`config.mk`:
```
export PLATFORM = sky130hd
export DESIGN_NAME = comm_controller
export DESIGN_NICKNAME = d
export VERILOG_FILES = /design/src/rtl/comm_pkg.sv /design/src/rtl/comm_link.sv /design/src/rtl/comm_mem_port.sv /design/src/rtl/comm_sequencer.sv /design/src/rtl/comm_controller.sv
export SDC_FILE = /design/constraint.sdc
export NUM_CORES = 1
export LEC_CHECK = 0
export BUFFER_PORTS_ARGS = -buffer_cell sky130_fd_sc_hd__buf_2
export CORE_UTILIZATION = 50
export DETAILED_ROUTE_END_ITERATION = 12
export PLACE_DENSITY = 0.7
export SYNTH_ARGS = -nofsm -noshare
export SYNTH_HDL_FRONTEND = slang
export SYNTH_SLANG_ARGS = --single-unit
```
`constraint.sdc`:
```
create_clock -name clock_i -period 4.1 [get_ports clock_i]
set_input_delay 0.205 -clock clock_i [delete_from_list [all_inputs] [get_ports clock_i]]
set_output_delay 0.205 -clock clock_i [all_outputs]
set_load 0.01 [all_outputs]
```
`src/rtl/comm_pkg.sv`:
```
package comm_pkg;

	// ------------------------------
	// data widths
	// ------------------------------
	typedef logic [31:0] word_t;
	typedef logic [29:0] addr_t;
	typedef logic [11:0] count_t;
	typedef logic [2:0] dev_t;

	// ------------------------------
	// link constants
	// ------------------------------
	localparam word_t SYNC_KEY = 32'h4A78B9F2;
	localparam word_t SYNC_XOR = 32'hCD0031F7;
	localparam int PURGE_CYCLES = 20000;
	localparam int PURGE_W = $clog2(PURGE_CYCLES);
	typedef logic [PURGE_W-1:0] purge_t;

	// byte address advance per word
	localparam int WORD_STEP = 4;

	// config word fields
	localparam int CFG_WRITE_BIT = 12;
	localparam int CFG_BURST_BIT = 13;
	localparam int CFG_DEVCFG_BIT = 14;
	localparam int CFG_DEV_LSB = 24;
	localparam int CFG_COUNT_W = 12;

	// ------------------------------
	// state machines
	// ------------------------------
	typedef enum logic [1:0] {
		LINK_PURGE,
		LINK_SYNC,
		LINK_SERVE
	} link_state_e;

	typedef enum logic [2:0] {
		SEQ_TERM,
		SEQ_CONFIG,
		SEQ_ADDRESS,
		SEQ_FETCH,
		SEQ_MEMORY,
		SEQ_SEND,
		SEQ_ACK,
		SEQ_ERROR
	} seq_state_e;

	// one-hot request kind
	typedef enum logic [2:0] {
		REQ_READ = 3'b001,
		REQ_WRITE = 3'b010,
		REQ_DEV = 3'b100
	} req_kind_e;

	typedef struct packed {
		req_kind_e kind;
		addr_t addr;
		word_t data;
		dev_t dev;
	} mem_req_t;

endpackage

```
`src/rtl/comm_link.sv`:
```
`timescale 1ns/1ns

module comm_link import comm_pkg::*; (
	input  logic  clock_i,
	input  logic  resetn_i,
	input  logic  rx_empty_i,
	input  word_t rx_data_i,
	output logic  rx_read_o,
	input  logic  tx_full_i,
	output logic  tx_write_o,
	output word_t tx_data_o,
	output logic  link_ready_o,
	input  logic  get_req_i,
	output logic  get_done_o,
	output word_t get_word_o,
	input  logic  put_req_i,
	input  word_t put_word_i,
	output logic  put_done_o
);

	link_state_e state_q;
	purge_t      purge_cnt_q;
	logic        get_pend_q;
	logic        put_pend_q;
	word_t       put_data_q;
	logic        rx_ok;
	logic        tx_ok;
	logic        sync_take;
	logic        sync_key;

	assign rx_ok = !rx_empty_i;
	assign tx_ok = !tx_full_i;

	// sync words move only when both sides can
	assign sync_take = (state_q == LINK_SYNC) && rx_ok && tx_ok;
	assign sync_key = (rx_data_i == SYNC_KEY);

	// pending requests only exist in serve
	assign get_done_o = get_pend_q && rx_ok;
	assign put_done_o = put_pend_q && tx_ok;
	assign get_word_o = rx_data_i;
	assign link_ready_o = (state_q == LINK_SERVE);

	// ------------------------------
	// FIFO strobes
	// ------------------------------
	assign rx_read_o = ((state_q == LINK_PURGE) && rx_ok) || sync_take || get_done_o;
	assign tx_write_o = (sync_take && !sync_key) || put_done_o;
	assign tx_data_o = (state_q == LINK_SYNC) ? (rx_data_i ^ SYNC_XOR) : put_data_q;

	always_ff @(posedge clock_i) begin
		if (!resetn_i) begin
			state_q <= LINK_PURGE;
			purge_cnt_q <= purge_t'(PURGE_CYCLES - 1);
			get_pend_q <= 1'b0;
			put_pend_q <= 1'b0;
		end else begin
			case (state_q)
				LINK_PURGE: begin
					// any word restarts the quiet window
					if (rx_ok) begin
						purge_cnt_q <= purge_t'(PURGE_CYCLES - 1);
					end else if (purge_cnt_q != '0) begin
						purge_cnt_q <= purge_cnt_q - 1'b1;
					end else begin
						state_q <= LINK_SYNC;
					end
				end
				LINK_SYNC: begin
					if (sync_take && sync_key) begin
						state_q <= LINK_SERVE;
					end
				end
				LINK_SERVE: begin
					if (get_req_i) begin
						get_pend_q <= 1'b1;
					end else if (get_done_o) begin
						get_pend_q <= 1'b0;
					end
					if (put_req_i) begin
						put_pend_q <= 1'b1;
					end else if (put_done_o) begin
						put_pend_q <= 1'b0;
					end
				end
				default: begin
					state_q <= LINK_PURGE;
				end
			endcase
		end
	end

	// outgoing word held until the TX FIFO takes it
	always_ff @(posedge clock_i) begin
		if (put_req_i) begin
			put_data_q <= put_word_i;
		end
	end

	// at most one get and one put open at a time
	a_get_single: assert property (
		@(posedge clock_i) disable iff (!resetn_i) get_req_i |-> !get_pend_q
	);

	a_put_single: assert property (
		@(posedge clock_i) disable iff (!resetn_i) put_req_i |-> !put_pend_q
	);

endmodule

```
`src/rtl/comm_mem_port.sv`:
```
`timescale 1ns/1ns

module comm_mem_port import comm_pkg::*; (
	input  logic     clock_i,
	input  logic     resetn_i,
	input  logic     mem_go_i,
	input  mem_req_t mem_req_i,
	output logic     mem_done_o,
	output word_t    mem_rdata_o,
	input  logic     ready_i,
	input  logic     done_i,
	input  word_t    data_i,
	output logic     req_o,
	output logic     rw_o,
	output addr_t    add_o,
	output word_t    data_o,
	output logic     clear_o,
	output dev_t     reqdev_o
);

	typedef enum logic [1:0] {
		MEM_IDLE,
		MEM_WAIT_READY,
		MEM_WAIT_DONE
	} mem_state_e;

	mem_state_e state_q;
	mem_req_t   req_q;

	always_ff @(posedge clock_i) begin
		if (!resetn_i) begin
			state_q <= MEM_IDLE;
			req_o <= 1'b0;
			rw_o <= 1'b0;
			clear_o <= 1'b0;
			mem_done_o <= 1'b0;
			reqdev_o <= '0;
			add_o <= '0;
			data_o <= '0;
		end else begin
			// strobes last one cycle
			req_o <= 1'b0;
			rw_o <= 1'b0;
			clear_o <= 1'b0;
			mem_done_o <= 1'b0;
			reqdev_o <= '0;
			case (state_q)
				MEM_IDLE: begin
					if (mem_go_i && mem_req_i.kind == REQ_DEV) begin
						// device config goes out at once
						req_o <= 1'b1;
						reqdev_o <= mem_req_i.dev;
						data_o <= mem_req_i.data;
						mem_done_o <= 1'b1;
					end else if (mem_go_i) begin
						state_q <= MEM_WAIT_READY;
					end
				end
				MEM_WAIT_READY: begin
					if (ready_i) begin
						req_o <= 1'b1;
						rw_o <= (req_q.kind == REQ_WRITE);
						add_o <= req_q.addr;
						if (req_q.kind == REQ_WRITE) begin
							data_o <= req_q.data;
						end
						state_q <= MEM_WAIT_DONE;
					end
				end
				MEM_WAIT_DONE: begin
					if (done_i) begin
						clear_o <= 1'b1;
						mem_done_o <= 1'b1;
						state_q <= MEM_IDLE;
					end
				end
				default: begin
					state_q <= MEM_IDLE;
				end
			endcase
		end
	end

	// request and read data payload
	always_ff @(posedge clock_i) begin
		if (mem_go_i) begin
			req_q <= mem_req_i;
		end
		if (state_q == MEM_WAIT_DONE && done_i && req_q.kind == REQ_READ) begin
			mem_rdata_o <= data_i;
		end
	end

	a_req_clear_apart: assert property (
		@(posedge clock_i) disable iff (!resetn_i) !(req_o && clear_o)
	);

endmodule

```
`src/rtl/comm_sequencer.sv`:
```
`timescale 1ns/1ns

module comm_sequencer import comm_pkg::*; (
	input  logic     clock_i,
	input  logic     resetn_i,
	input  logic     link_ready_i,
	output logic     get_req_o,
	input  logic     get_done_i,
	input  word_t    get_word_i,
	output logic     put_req_o,
	output word_t    put_word_o,
	input  logic     put_done_i,
	output logic     mem_go_o,
	output mem_req_t mem_req_o,
	input  logic     mem_done_i,
	input  word_t    mem_rdata_i,
	output logic     exception_o
);

	seq_state_e state_q;
	logic       busy_q;
	logic       is_write_q;
	logic       is_dev_q;
	count_t     count_q;
	addr_t      addr_q;
	word_t      data_q;
	dev_t       dev_q;
	count_t     cfg_count;
	logic       last_word;
	logic       need_get;
	logic       need_put;
	logic       need_mem;

	assign last_word = (count_q == count_t'(1));
	assign exception_o = (state_q == SEQ_ERROR);

	// which exchange the current state waits on
	assign need_get = (state_q == SEQ_TERM) || (state_q == SEQ_CONFIG) ||
		(state_q == SEQ_ADDRESS) || (state_q == SEQ_FETCH);
	assign need_put = (state_q == SEQ_SEND) || (state_q == SEQ_ACK);
	assign need_mem = (state_q == SEQ_MEMORY);

	// word count from config, zero means one
	always_comb begin
		cfg_count = count_t'(1);
		if (get_word_i[CFG_BURST_BIT] && get_word_i[CFG_COUNT_W-1:0] != '0) begin
			cfg_count = get_word_i[CFG_COUNT_W-1:0];
		end
	end

	always_comb begin
		mem_req_o.kind = REQ_READ;
		if (is_dev_q) begin
			mem_req_o.kind = REQ_DEV;
		end else if (is_write_q) begin
			mem_req_o.kind = REQ_WRITE;
		end
		mem_req_o.addr = addr_q;
		mem_req_o.data = data_q;
		mem_req_o.dev = dev_q;
	end

	always_ff @(posedge clock_i) begin
		if (!resetn_i) begin
			state_q <= SEQ_TERM;
			busy_q <= 1'b0;
			get_req_o <= 1'b0;
			put_req_o <= 1'b0;
			mem_go_o <= 1'b0;
			is_write_q <= 1'b0;
			is_dev_q <= 1'b0;
			count_q <= count_t'(1);
		end else begin
			get_req_o <= 1'b0;
			put_req_o <= 1'b0;
			mem_go_o <= 1'b0;

			// ------------------------------
			// issue one request at a time
			// ------------------------------
			if (!busy_q && link_ready_i) begin
				get_req_o <= need_get;
				put_req_o <= need_put;
				mem_go_o <= need_mem;
				busy_q <= need_get || need_put || need_mem;
				if (need_put) begin
					put_word_o <= (state_q == SEQ_ACK) ? '0 : data_q;
				end
			end

			// ------------------------------
			// completions
			// ------------------------------
			case (state_q)
				SEQ_TERM: begin
					if (get_done_i) begin
						busy_q <= 1'b0;
						state_q <= (get_word_i == '0) ? SEQ_CONFIG : SEQ_ERROR;
					end
				end
				SEQ_CONFIG: begin
					if (get_done_i) begin
						busy_q <= 1'b0;
						is_write_q <= get_word_i[CFG_WRITE_BIT];
						is_dev_q <= get_word_i[CFG_DEVCFG_BIT];
						dev_q <= get_word_i[CFG_DEV_LSB +: $bits(dev_t)];
						data_q <= word_t'(get_word_i[1:0]);
						count_q <= cfg_count;
						state_q <= get_word_i[CFG_DEVCFG_BIT] ? SEQ_MEMORY : SEQ_ADDRESS;
					end
				end
				SEQ_ADDRESS: begin
					if (get_done_i) begin
						busy_q <= 1'b0;
						addr_q <= get_word_i[$bits(addr_t)-1:0];
						state_q <= is_write_q ? SEQ_FETCH : SEQ_MEMORY;
					end
				end
				SEQ_FETCH: begin
					if (get_done_i) begin
						busy_q <= 1'b0;
						data_q <= get_word_i;
						state_q <= SEQ_MEMORY;
					end
				end
				SEQ_MEMORY: begin
					if (mem_done_i) begin
						busy_q <= 1'b0;
						if (is_dev_q) begin
							state_q <= SEQ_ACK;
						end else if (!is_write_q) begin
							data_q <= mem_rdata_i;
							state_q <= SEQ_SEND;
						end else begin
							addr_q <= addr_q + addr_t'(WORD_STEP);
							count_q <= count_q - 1'b1;
							state_q <= last_word ? SEQ_ACK : SEQ_FETCH;
						end
					end
				end
				SEQ_SEND: begin
					// reads end without an acknowledge
					if (put_done_i) begin
						busy_q <= 1'b0;
						addr_q <= addr_q + addr_t'(WORD_STEP);
						count_q <= count_q - 1'b1;
						state_q <= last_word ? SEQ_TERM : SEQ_MEMORY;
					end
				end
				SEQ_ACK: begin
					if (put_done_i) begin
						busy_q <= 1'b0;
						state_q <= SEQ_TERM;
					end
				end
				default: begin
					// error holds until reset
					state_q <= SEQ_ERROR;
				end
			endcase
		end
	end

endmodule

```
`src/rtl/comm_controller.sv`:
```
`timescale 1ns/1ns

module comm_controller import comm_pkg::*; (
	input  logic  clock_i,
	input  logic  resetn_i,
	input  logic  rx_empty_i,
	input  word_t rx_data_i,
	output logic  rx_read_o,
	input  logic  tx_full_i,
	output logic  tx_write_o,
	output word_t tx_data_o,
	input  logic  ready_i,
	input  logic  done_i,
	input  word_t data_i,
	output logic  req_o,
	output logic  rw_o,
	output addr_t add_o,
	output word_t data_o,
	output logic  clear_o,
	output dev_t  reqdev_o,
	output logic  exception_o
);

	// link service handshake
	logic     link_ready;
	logic     get_req;
	logic     get_done;
	word_t    get_word;
	logic     put_req;
	word_t    put_word;
	logic     put_done;

	// memory port handshake
	logic     mem_go;
	mem_req_t mem_req;
	logic     mem_done;
	word_t    mem_rdata;

	comm_link u_link (
		.clock_i      (clock_i),
		.resetn_i     (resetn_i),
		.rx_empty_i   (rx_empty_i),
		.rx_data_i    (rx_data_i),
		.rx_read_o    (rx_read_o),
		.tx_full_i    (tx_full_i),
		.tx_write_o   (tx_write_o),
		.tx_data_o    (tx_data_o),
		.link_ready_o (link_ready),
		.get_req_i    (get_req),
		.get_done_o   (get_done),
		.get_word_o   (get_word),
		.put_req_i    (put_req),
		.put_word_i   (put_word),
		.put_done_o   (put_done)
	);

	comm_sequencer u_seq (
		.clock_i      (clock_i),
		.resetn_i     (resetn_i),
		.link_ready_i (link_ready),
		.get_req_o    (get_req),
		.get_done_i   (get_done),
		.get_word_i   (get_word),
		.put_req_o    (put_req),
		.put_word_o   (put_word),
		.put_done_i   (put_done),
		.mem_go_o     (mem_go),
		.mem_req_o    (mem_req),
		.mem_done_i   (mem_done),
		.mem_rdata_i  (mem_rdata),
		.exception_o  (exception_o)
	);

	comm_mem_port u_mem (
		.clock_i     (clock_i),
		.resetn_i    (resetn_i),
		.mem_go_i    (mem_go),
		.mem_req_i   (mem_req),
		.mem_done_o  (mem_done),
		.mem_rdata_o (mem_rdata),
		.ready_i     (ready_i),
		.done_i      (done_i),
		.data_i      (data_i),
		.req_o       (req_o),
		.rw_o        (rw_o),
		.add_o       (add_o),
		.data_o      (data_o),
		.clear_o     (clear_o),
		.reqdev_o    (reqdev_o)
	);

endmodule

```
### Word-level counts from Yosys, hierarchy flattened

Cells that the tools add are included.
W data, S select, Z words.

* register bits after elaboration: 337
* output and inout bits: 103

* add/sub/neg operators: 3
* eq/ne operators: 36
* muxes and demuxes: 66
* bitwise logic cells: 2
* reduce and logical (&&, ||, !) cells: 57

Operators with widths (count)
* $mux W32: 9
* $mux W30: 5
* $pmux W32 S3: 1
* $pmux W30 S3: 1
* $mux W12: 6
* $pmux W32 S2: 1
* $mux W3: 15
* $pmux W12 S3: 1
* $eq A32 B31 Y1 const B: 1
* $logic_not A32 Y1: 1
* $add A30 B3 Y30 const B: 1
* $mux W15: 2
* $ne A2 B2 Y1 const B: 15
* $pmux W3 S7: 1
* $reduce_and A7 Y1: 3
* $mux W2: 8
* $eq A3 B3 Y1 const B: 5
* $not A15 Y15: 1
* $reduce_bool A15 Y1: 1
* $sub A15 B1 Y15 const B: 1
* $reduce_and A2 Y1: 7
* $eq A12 B1 Y1 const B: 1
* $logic_and A1 B1 Y1: 12
* $pmux W2 S3: 2
* 22 further kinds: 63

### Depth between registers and ports, before layout

Gate-level depths: netlist (run 1).

* word-level depth: 9
* depth in mapped cells: 7

### Modules after synthesis

A second synthesis (run 1) with hierarchy kept.

* cell total of the unflattened synthesis: 1186
* area, all modules: 14438.8 um^2

Modules (own cells, without submodules)
* comm_mem_port: instances 1, cells an instance 409, area each 5904.4 um^2, seq. area each 4334.2 um^2
* comm_sequencer: instances 1, cells an instance 531, area each 5901.9 um^2, seq. area each 3333.2 um^2
* comm_link: instances 1, cells an instance 246, area each 2632.5 um^2, seq. area each 1341.3 um^2

### Least setup slack after synthesis (run 1)

Ideal clock, no wire load.

* path kind: register -> register
* start: register u_seq.mem_go_o
* end: register u_mem.data_o[23]
* setup time: 0.116 ns
* arrival: 3.003 ns
* data required time: 3.984 ns
* slack: 0.981 ns
* stages on the path, launching flop included: 6
* buffers on the path: 1
* cell sequence: dfxtp_1 -> nand3b_1 -> a21oi_1 -> clkbuf_1 -> nand2_1 -> o211a_1

* word-level cells in the longest chain between the ends: 3

Ends and longest elaborated chain
* from (decl): line comm_sequencer.sv:13 `output logic mem_go_o,`
* from (signal assigned): line comm_sequencer.sv:84 `mem_go_o <= need_mem;`
* $logic_and A1 B1 Y1: line comm_mem_port.sv:49 `if (mem_go_i && mem_req_i.kind == REQ_DEV) begin`
* $ne A2 B1 Y1 (no source line)
* $reduce_and A4 Y1 (no source line)
* to (signal assigned): line comm_mem_port.sv:53 `data_o <= mem_req_i.data;`
* to (signal assigned): line comm_mem_port.sv:65 `data_o <= req_q.data;`
* to (decl): line comm_mem_port.sv:16 `output word_t data_o,`

Every way passes these cells.
A chain may end at the register's enable or synchronous reset.

### Worst setup path in the final report (run 1)

* start: register u_seq.state_q[2]
* end: register u_seq.data_q[27], enable pin

* word-level cells in the longest chain between the ends: 3

Ends and longest elaborated chain
* from (decl): line comm_sequencer.sv:20 `seq_state_e state_q;`
* from (signal assigned): line comm_sequencer.sv:98 `state_q <= (get_word_i == '0) ? SEQ_CONFIG : SEQ_ERROR;`
* from (signal assigned): line comm_sequencer.sv:109 `state_q <= get_word_i[CFG_DEVCFG_BIT] ? SEQ_MEMORY : SEQ_ADDRESS;`
* from (signal assigned): line comm_sequencer.sv:116 `state_q <= is_write_q ? SEQ_FETCH : SEQ_MEMORY;`
* $eq A3 B3 Y1 (tied with other cells): line comm_sequencer.sv:94 `case (state_q)`
* $ne A2 B1 Y1 (no source line) (tied with other cells)
* $reduce_and A7 Y1 (no source line) (*)
* to (signal assigned): line comm_sequencer.sv:107 `data_q <= word_t'(get_word_i[1:0]);`
* to (signal assigned): line comm_sequencer.sv:122 `data_q <= get_word_i;`
* to (signal assigned): line comm_sequencer.sv:132 `data_q <= mem_rdata_i;`
* to (decl): line comm_sequencer.sv:26 `word_t data_q;`

Mark *: on every way between the ends. The rest lies on a longest branch, timed or not.

==> results.sh, run 1 <==
export IMPL_initial_utilization=0.509
export IMPL_drive_above_1_share=0.206
export IMPL_clockRootBuffer="clkbuf_16"
export IMPL_endpoint_kind="register"
export IMPL_dieArea_um2=28100
export IMPL_multi_input_area_um2=4490
export IMPL_avgSynthCellArea_um2=12.4
export IMPL_dp_hpwl_mm=21.0
export IMPL_yosysWarnings=0
export IMPL_hold_path_class="input pin to register"
export IMPL_ios=173
export IMPL_core_rowCount=60
export IMPL_routed_wl_mm=32.7
export IMPL_synth_seq_cells=337
export IMPL_fin_util=0.610
export IMPL_whs_ns=0.0488
export IMPL_crit_arrival_ns=2.88
export IMPL_synth_edf_count=226
export IMPL_synth_common_cells="edfxtp_1, nand2_1, dfxtp_1"
export IMPL_cp_start_kind="register"
export IMPL_wl_per_cell_um=19.4
export IMPL_clock_sinks=337
export IMPL_nFillCells=2148
export IMPL_pwr_density_cell_nw_per_um2=421
export IMPL_cellLeakagePower_nw=6.32
export IMPL_fmax_ghz=0.368
export IMPL_syn_instance_count=1110
export IMPL_grt_usage=0.235
export IMPL_relSlewSlack=0.318
export IMPL_core_area_um2=27000
export IMPL_first_pass_iters=5
export IMPL_cts_inserted_buffers=36
export IMPL_post_route_period_util=0.663
export IMPL_critPathRequiredTime_ns=4.26
export IMPL_synth_top_cell_by_area="edfxtp_1"
export IMPL_slew_viol_final=0
export IMPL_drc_errors=0
export IMPL_placed_area_um2=14900
export IMPL_period_needed_ns=2.72
export IMPL_fin_nets=1386
export IMPL_gp_congestion=0.865
export IMPL_grt_pass1_vias=8973
export IMPL_routed_via_density=5.57
export IMPL_cap_violations=0
export IMPL_die_h_um=168
export IMPL_synth_main_ff_cell="edfxtp_1"
export IMPL_grt_max_degree=98
export IMPL_clock_latency_ns=0.53
export IMPL_gr_total_overflow=0
export IMPL_seqCellArea_um2=9010
export IMPL_grt_pass1_wl_mm=50.5
export IMPL_synthToLayoutAreaGrowth_pct=20.0
export IMPL_crit_type="register to register"
export IMPL_tightest_slew_ns=1.02
export IMPL_synth_most_common_cell="edfxtp_1"
export IMPL_drtIter0Drc=974
export IMPL_antenna_found_initial=4
export IMPL_vias=9372
export IMPL_clk_pin_slew_ns=0.07
export IMPL_final_hold_violation_count=0
export IMPL_ant_nets=0
export IMPL_fin_skew_ns=0.0302
export IMPL_async_flop_share=0
export IMPL_setup_viol=0
export IMPL_outcome="completed"
export IMPL_vdd_drop_max_v=0.000276
export IMPL_clockBufferDepth=3
export IMPL_synth_top_area_frac=0.495
export IMPL_place_inst=1579
export IMPL_cts_tree="done"
export IMPL_synth_cell_types=61
export IMPL_tns_ns=0
export IMPL_io_buffer_count=172
export IMPL_ys_seq_area_frac=0.657
export IMPL_synth_area_um2=13700
export IMPL_crit_fanout=32
export IMPL_synth_area_top_cells="edfxtp_1, dfxtp_1, nand2_1"
export IMPL_h_tree_depth=2
export IMPL_die_w_um=168
export IMPL_finish_instance_area_um2=16400
export IMPL_synth_net_count=1184
export IMPL_stdcell_count=1682
export IMPL_rsz0062_at_grt="false"
-- area by class of cell --
cell class | instances | area share
clock inverters | 15 | 0.00860
multi-input cells | 705 | 0.273
inverters | 11 | 0.00251
repair buffers | 221 | 0.0802
diodes | 2 | 0.000304
well taps | 341 | 0.0259
flip-flops and latches | 337 | 0.548
clock buffers | 50 | 0.0618
-- layer usage --
metal | track usage | vias to the layer above | routed length, um
met5 | 0 | - | 15
met4 | 0.0925 | 2 | 973
met3 | 0.0383 | 70 | 2460
met2 | 0.353 | 367 | 14300
met1 | 0.342 | 4451 | 15000
li1 | - | 4482 | -
-- power by group --
group,internal [mW],switching [mW]
Combinational,0.0661,0.0941
Clock,1.87,1.30
Sequential,3.59,0.000694
Total,5.53,1.39
-- sequential cells by signal, summed over array words and instances, names as in the netlist, 2 cells and up --
| signal | flops |
|---|---|
| u_mem.mem_rdata_o | 32 |
| u_mem.reqdev_o | 3 |
| u_seq.dev_q | 3 |
| u_link.purge_cnt_q | 15 |
| u_link.state_q | 2 |
| u_seq.data_q | 32 |
| u_mem.add_o | 30 |
| u_mem.req_q | 65 |
| u_mem.state_q | 2 |
| u_link.put_data_q | 32 |
| u_seq.state_q | 3 |
| u_seq.addr_q | 30 |
| u_mem.data_o | 32 |
| u_seq.count_q | 12 |
| u_seq.put_word_o | 32 |
-- cell usage in the layout, fill, tap and decap left out, types with 3 or more instances in the layout --
cell type and instances:
a21boi_0 43, a21o_1 3, a21oi_1 11, a22o_1 29, and2_1 42, and3_1 16
and4_1 3, buf_2 172, buf_4 13, clkbuf_1 10, clkbuf_16 38, clkinv_1 4
clkinv_2 5, dfxtp_1 110, dlygate4sd3_1 36, edfxtp_1 226, ha_1 4, inv_1 11
mux2_2 19, mux2i_1 33, nand2_1 181, nand2b_1 6, nand3_1 20, nand3b_1 4
nand4_1 13, nor2_1 44, nor2b_1 12, nor3_1 12, nor4_1 12, o211a_1 32
o211ai_1 6, o21ai_0 61, o31ai_1 4, or3_1 4, or4_1 7, xnor2_1 21
xor2_1 18
-- worst paths after layout --
check	endpoint	start	slack (ns)	depth (start not counted)
max	u_seq.data_q[27]	u_seq.state_q[2]	1.38	5
min	u_mem.req_o	ready_i	0.05	3
max reg2reg	u_seq.data_q[27]	u_seq.state_q[2]	1.38	5
min reg2reg	u_link.put_data_q[7]	u_seq.put_word_o[7]	0.41	0
-- worst max-delay path, cell delays in order (launching register included) --
cell     delay, ns
dfxtp_1       0.62
inv_1         0.18
nor2_1        0.68
a32oi_1       0.28
nor2b_4       0.16
buf_4         0.39
-- through the flow --
step	power, mW	setup slack, ns
after floorplan	3.71	0.981
after global placement	3.80	1.45
after detailed placement	3.80	1.44
after CTS	6.97	1.38
after global routing	7.11	1.21
final	6.92	1.38
-- timing repair --
action,in CTS,in global routing
endpoints found under the hold margin,37,0
hold buffers,36,0
resized for setup,0,0
setup endpoints to repair,0,0
setup buffers,0,0
-- kinds of logic after synthesis --
logic type                 synth area share
xor gates and xnor gates             0.0249
AOI/OAI and AO/OA                     0.114
buffers and inverters                0.0191
DFF                                   0.657
muxes                                0.0397
and+or+nand+nor                       0.142
adders and majority gates           0.00365
Power figures use the tool's default switching activity.
==> inputs of run 2 (changes only) <==
ABC_AREA = 1   (was default)
PLACE_DENSITY = 0.73   (was 0.7)
clock period = 2.25 ns   (was 4.1 ns; I/O delays follow)
==> results.sh, run 2 <==
export IMPL_crit_path_start="u_link.purge_cnt_q[0]"
export IMPL_crit_arrival_ns=2.52
export IMPL_die_h_um=172
export IMPL_crit_type="register to register"
export IMPL_core_rowCount=61
export IMPL_synth_edf_count=226
export IMPL_fin_skew_ns=0.0177
export IMPL_clkPwrFrac=0.449
export IMPL_endpoint_kind="register"
export IMPL_synth_net_count=1601
export IMPL_cp_start_kind="register"
export IMPL_largest_register="u_mem.req_q"
export IMPL_fin_nets=1816
export IMPL_setup_viol=0
export IMPL_synth_top_family_by_area="simple AND/OR/NAND/NOR gates"
export IMPL_antenna_found_initial=0
export IMPL_drc_errors=0
export IMPL_synth_compound_gate_area_share=0.0914
export IMPL_async_flop_share=0
export IMPL_grt_pass1_vias=11442
export IMPL_cts_inserted_buffers=35
export IMPL_synthXorXnorAreaFrac=0.00792
export IMPL_post_cts_setup_buffers=0
export IMPL_intPower_mw=9.95
export IMPL_synth_seq_cells=337
export IMPL_gp_congestion=0.937
export IMPL_clock_latency_ns=0.52
export IMPL_synth_area_top_cells="edfxtp_1, dfxtp_1, nand2_1"
export IMPL_clockBufferDepth=3
export IMPL_routed_wl_mm=39.5
export IMPL_vdd_drop_max_v=0.000577
export IMPL_io_buffer_count=172
export IMPL_ys_seq_area_frac=0.627
export IMPL_final_hold_violation_count=0
export IMPL_yosys_area_share_simple=0.214
export IMPL_synth_common_cells="nand2_1, edfxtp_1, nor2_1"
export IMPL_holdPathStages=3
export IMPL_synth_cell_types=41
export IMPL_dieArea_um2=29400
export IMPL_place_inst=2033
export IMPL_yosysWarnings=0
export IMPL_placed_area_um2=15700
export IMPL_power_frac_comb=0.027
export IMPL_crit_path_top_delay_cell="dlygate4sd3_1"
export IMPL_synthAdderAreaFrac=0.00348
export IMPL_r2r_end="u_link.purge_cnt_q[14]"
export IMPL_die_w_um=172
export IMPL_wl_per_cell_um=18.4
export IMPL_period_needed_ns=2.13
export IMPL_synth_most_common_cell="nand2_1"
export IMPL_whs_ns=0.0188
export IMPL_first_pass_iters=6
export IMPL_ant_nets=0
export IMPL_setup_slack_ns=0.124
export IMPL_final_cell_mix="nand2_1, edfxtp_1, buf_2, nor2_1, inv_1"
export IMPL_r2r_cells=10
export IMPL_fmax_ghz=0.470
export IMPL_swShare=0.204
export IMPL_clk_pin_slew_ns=0.06
export IMPL_ios=173
export IMPL_p_sw_mw=2.55
export IMPL_fin_util=0.617
export IMPL_drtIter0Drc=1190
export IMPL_stdcell_count=2147
export IMPL_core_area_um2=28000
export IMPL_place_ws_ns=0.304
export IMPL_cp_common_cell="inv_1"
export IMPL_synth_top_area_frac=0.472
export IMPL_grt_pass1_wl_mm=61.6
export IMPL_clockRootBuffer="clkbuf_16"
export IMPL_cellLeakagePower_nw=7.08
export IMPL_grt_max_degree=68
export IMPL_gr_total_overflow=0
export IMPL_tns_ns=0
export IMPL_post_route_period_util=0.945
export IMPL_crit_fanout=16
export IMPL_cpPeakStageDelay_ns=0.56
export IMPL_h_tree_depth=2
export IMPL_synth_main_ff_cell="edfxtp_1"
export IMPL_outcome="completed"
export IMPL_routed_via_density=5.48
export IMPL_grt_usage=0.274
export IMPL_slew_viol_final=0
export IMPL_hold_path_class="input pin to register"
export IMPL_vias=11773
export IMPL_r2r_slack_ns=0.12
export IMPL_dp_hpwl_mm=26.1
export IMPL_yosys_mux_area_fraction=0
export IMPL_cts_tree="done"
export IMPL_initial_utilization=0.513
export IMPL_diodes=0
export IMPL_clock_sinks=337
export IMPL_avgSynthCellArea_um2=9.41
export IMPL_critPathRequiredTime_ns=2.64
export IMPL_finish_instance_area_um2=17300
export IMPL_report_power_total_mw=12.5
export IMPL_synthToLayoutAreaGrowth_pct=20.3
export IMPL_path_cells="inv_1 > ha_2 > inv_1 > nor2_4 > nand2_2 > nand2_8 > inv_2 > nand2_1 > nand3_1 > dlygate4sd3_1"
export IMPL_mostFrequentLayoutCell="nand2_1"
export IMPL_tightest_slew_ns=0.975
export IMPL_cap_violations=0
export IMPL_reg2reg_from="u_link.purge_cnt_q[0]"
export IMPL_synth_top_cell_by_area="edfxtp_1"
export IMPL_syn_instance_count=1527
export IMPL_drive_above_1_share=0.162
export IMPL_crit_path_end="u_link.purge_cnt_q[14]"
export IMPL_largest_reg_flops=65
export IMPL_pwr_share_seq=0.524
export IMPL_pwr_density_cell_nw_per_um2=723
export IMPL_relSlewSlack=0.350
export IMPL_synth_area_um2=14400
[run 2: critical path: cells and delay by family, from the launching register on]
| family | cells | cell delay, ns |
|---|---|---|
| adder cells (fa/ha/maj) | 1 | 0.23 |
| AND/OR/NAND/NOR | 5 | 0.60 |
| flip-flops | 1 | 0.31 |
| buffers and inverters | 4 | 0.86 |
[run 2: power by group through the flow]
stage | Combinational (mW) | Sequential (mW) | Clock, mW
final | 0.340 | 6.55 | 5.61
after global routing | 0.361 | 6.54 | 5.93
after CTS | 0.330 | 6.55 | 5.67
after detailed placement | 0.262 | 6.68 | 0
after global placement | 0.262 | 6.68 | 0
after floorplan | 0.104 | 6.68 | 0
[run 2: cell type report]
type,count,area (um^2)
inverter,137,517
clock buffer,51,1020
clock inverter,13,100
multi-input combinational,988,4610
tap,378,473
fill,2340,10700
sequential,337,9010
timing repair buffer,243,1570
[run 2: how the worst min path moves through the flow]
stage             startpoint                     to
2_1_floorplan      data_i[0]   u_mem.mem_rdata_o[0]
3_3_place_gp       data_i[0]   u_mem.mem_rdata_o[0]
3_5_place_dp      data_i[11]  u_mem.mem_rdata_o[11]
4_1_cts        rx_data_i[16]       u_seq.addr_q[16]
5_1_grt        rx_data_i[16]       u_seq.addr_q[16]
6_report        rx_data_i[0]       u_seq.count_q[0]
[run 2: layer usage]
metal | share of wire | routed length, um | vias up | global-route usage
met3 | 0.083 | 3280 | 99 | 0.0430
met4 | 0.033 | 1310 | 0 | 0.108
met5 | 0 | 0 | - | 0
met1 | 0.41 | 16200 | 5558 | 0.366
li1 | - | - | 5535 | -
met2 | 0.47 | 18700 | 581 | 0.449
[run 2: cell families after synthesis]
| logic type | after synthesis |
|---|---|
| and+or+nand+nor | 730 |
| DFF | 337 |
| AOI/OAI and AO/OA | 241 |
| buffers and inverters | 202 |
| xor gates and xnor gates | 13 |
| adders and majority gates | 4 |
[run 2: timing repair]
action / CTS / global route
endpoints found under the hold margin: 52 / 0
hold buffers: 50 / 0
resized for setup: 0 / 4
setup endpoints to repair: 0 / 4
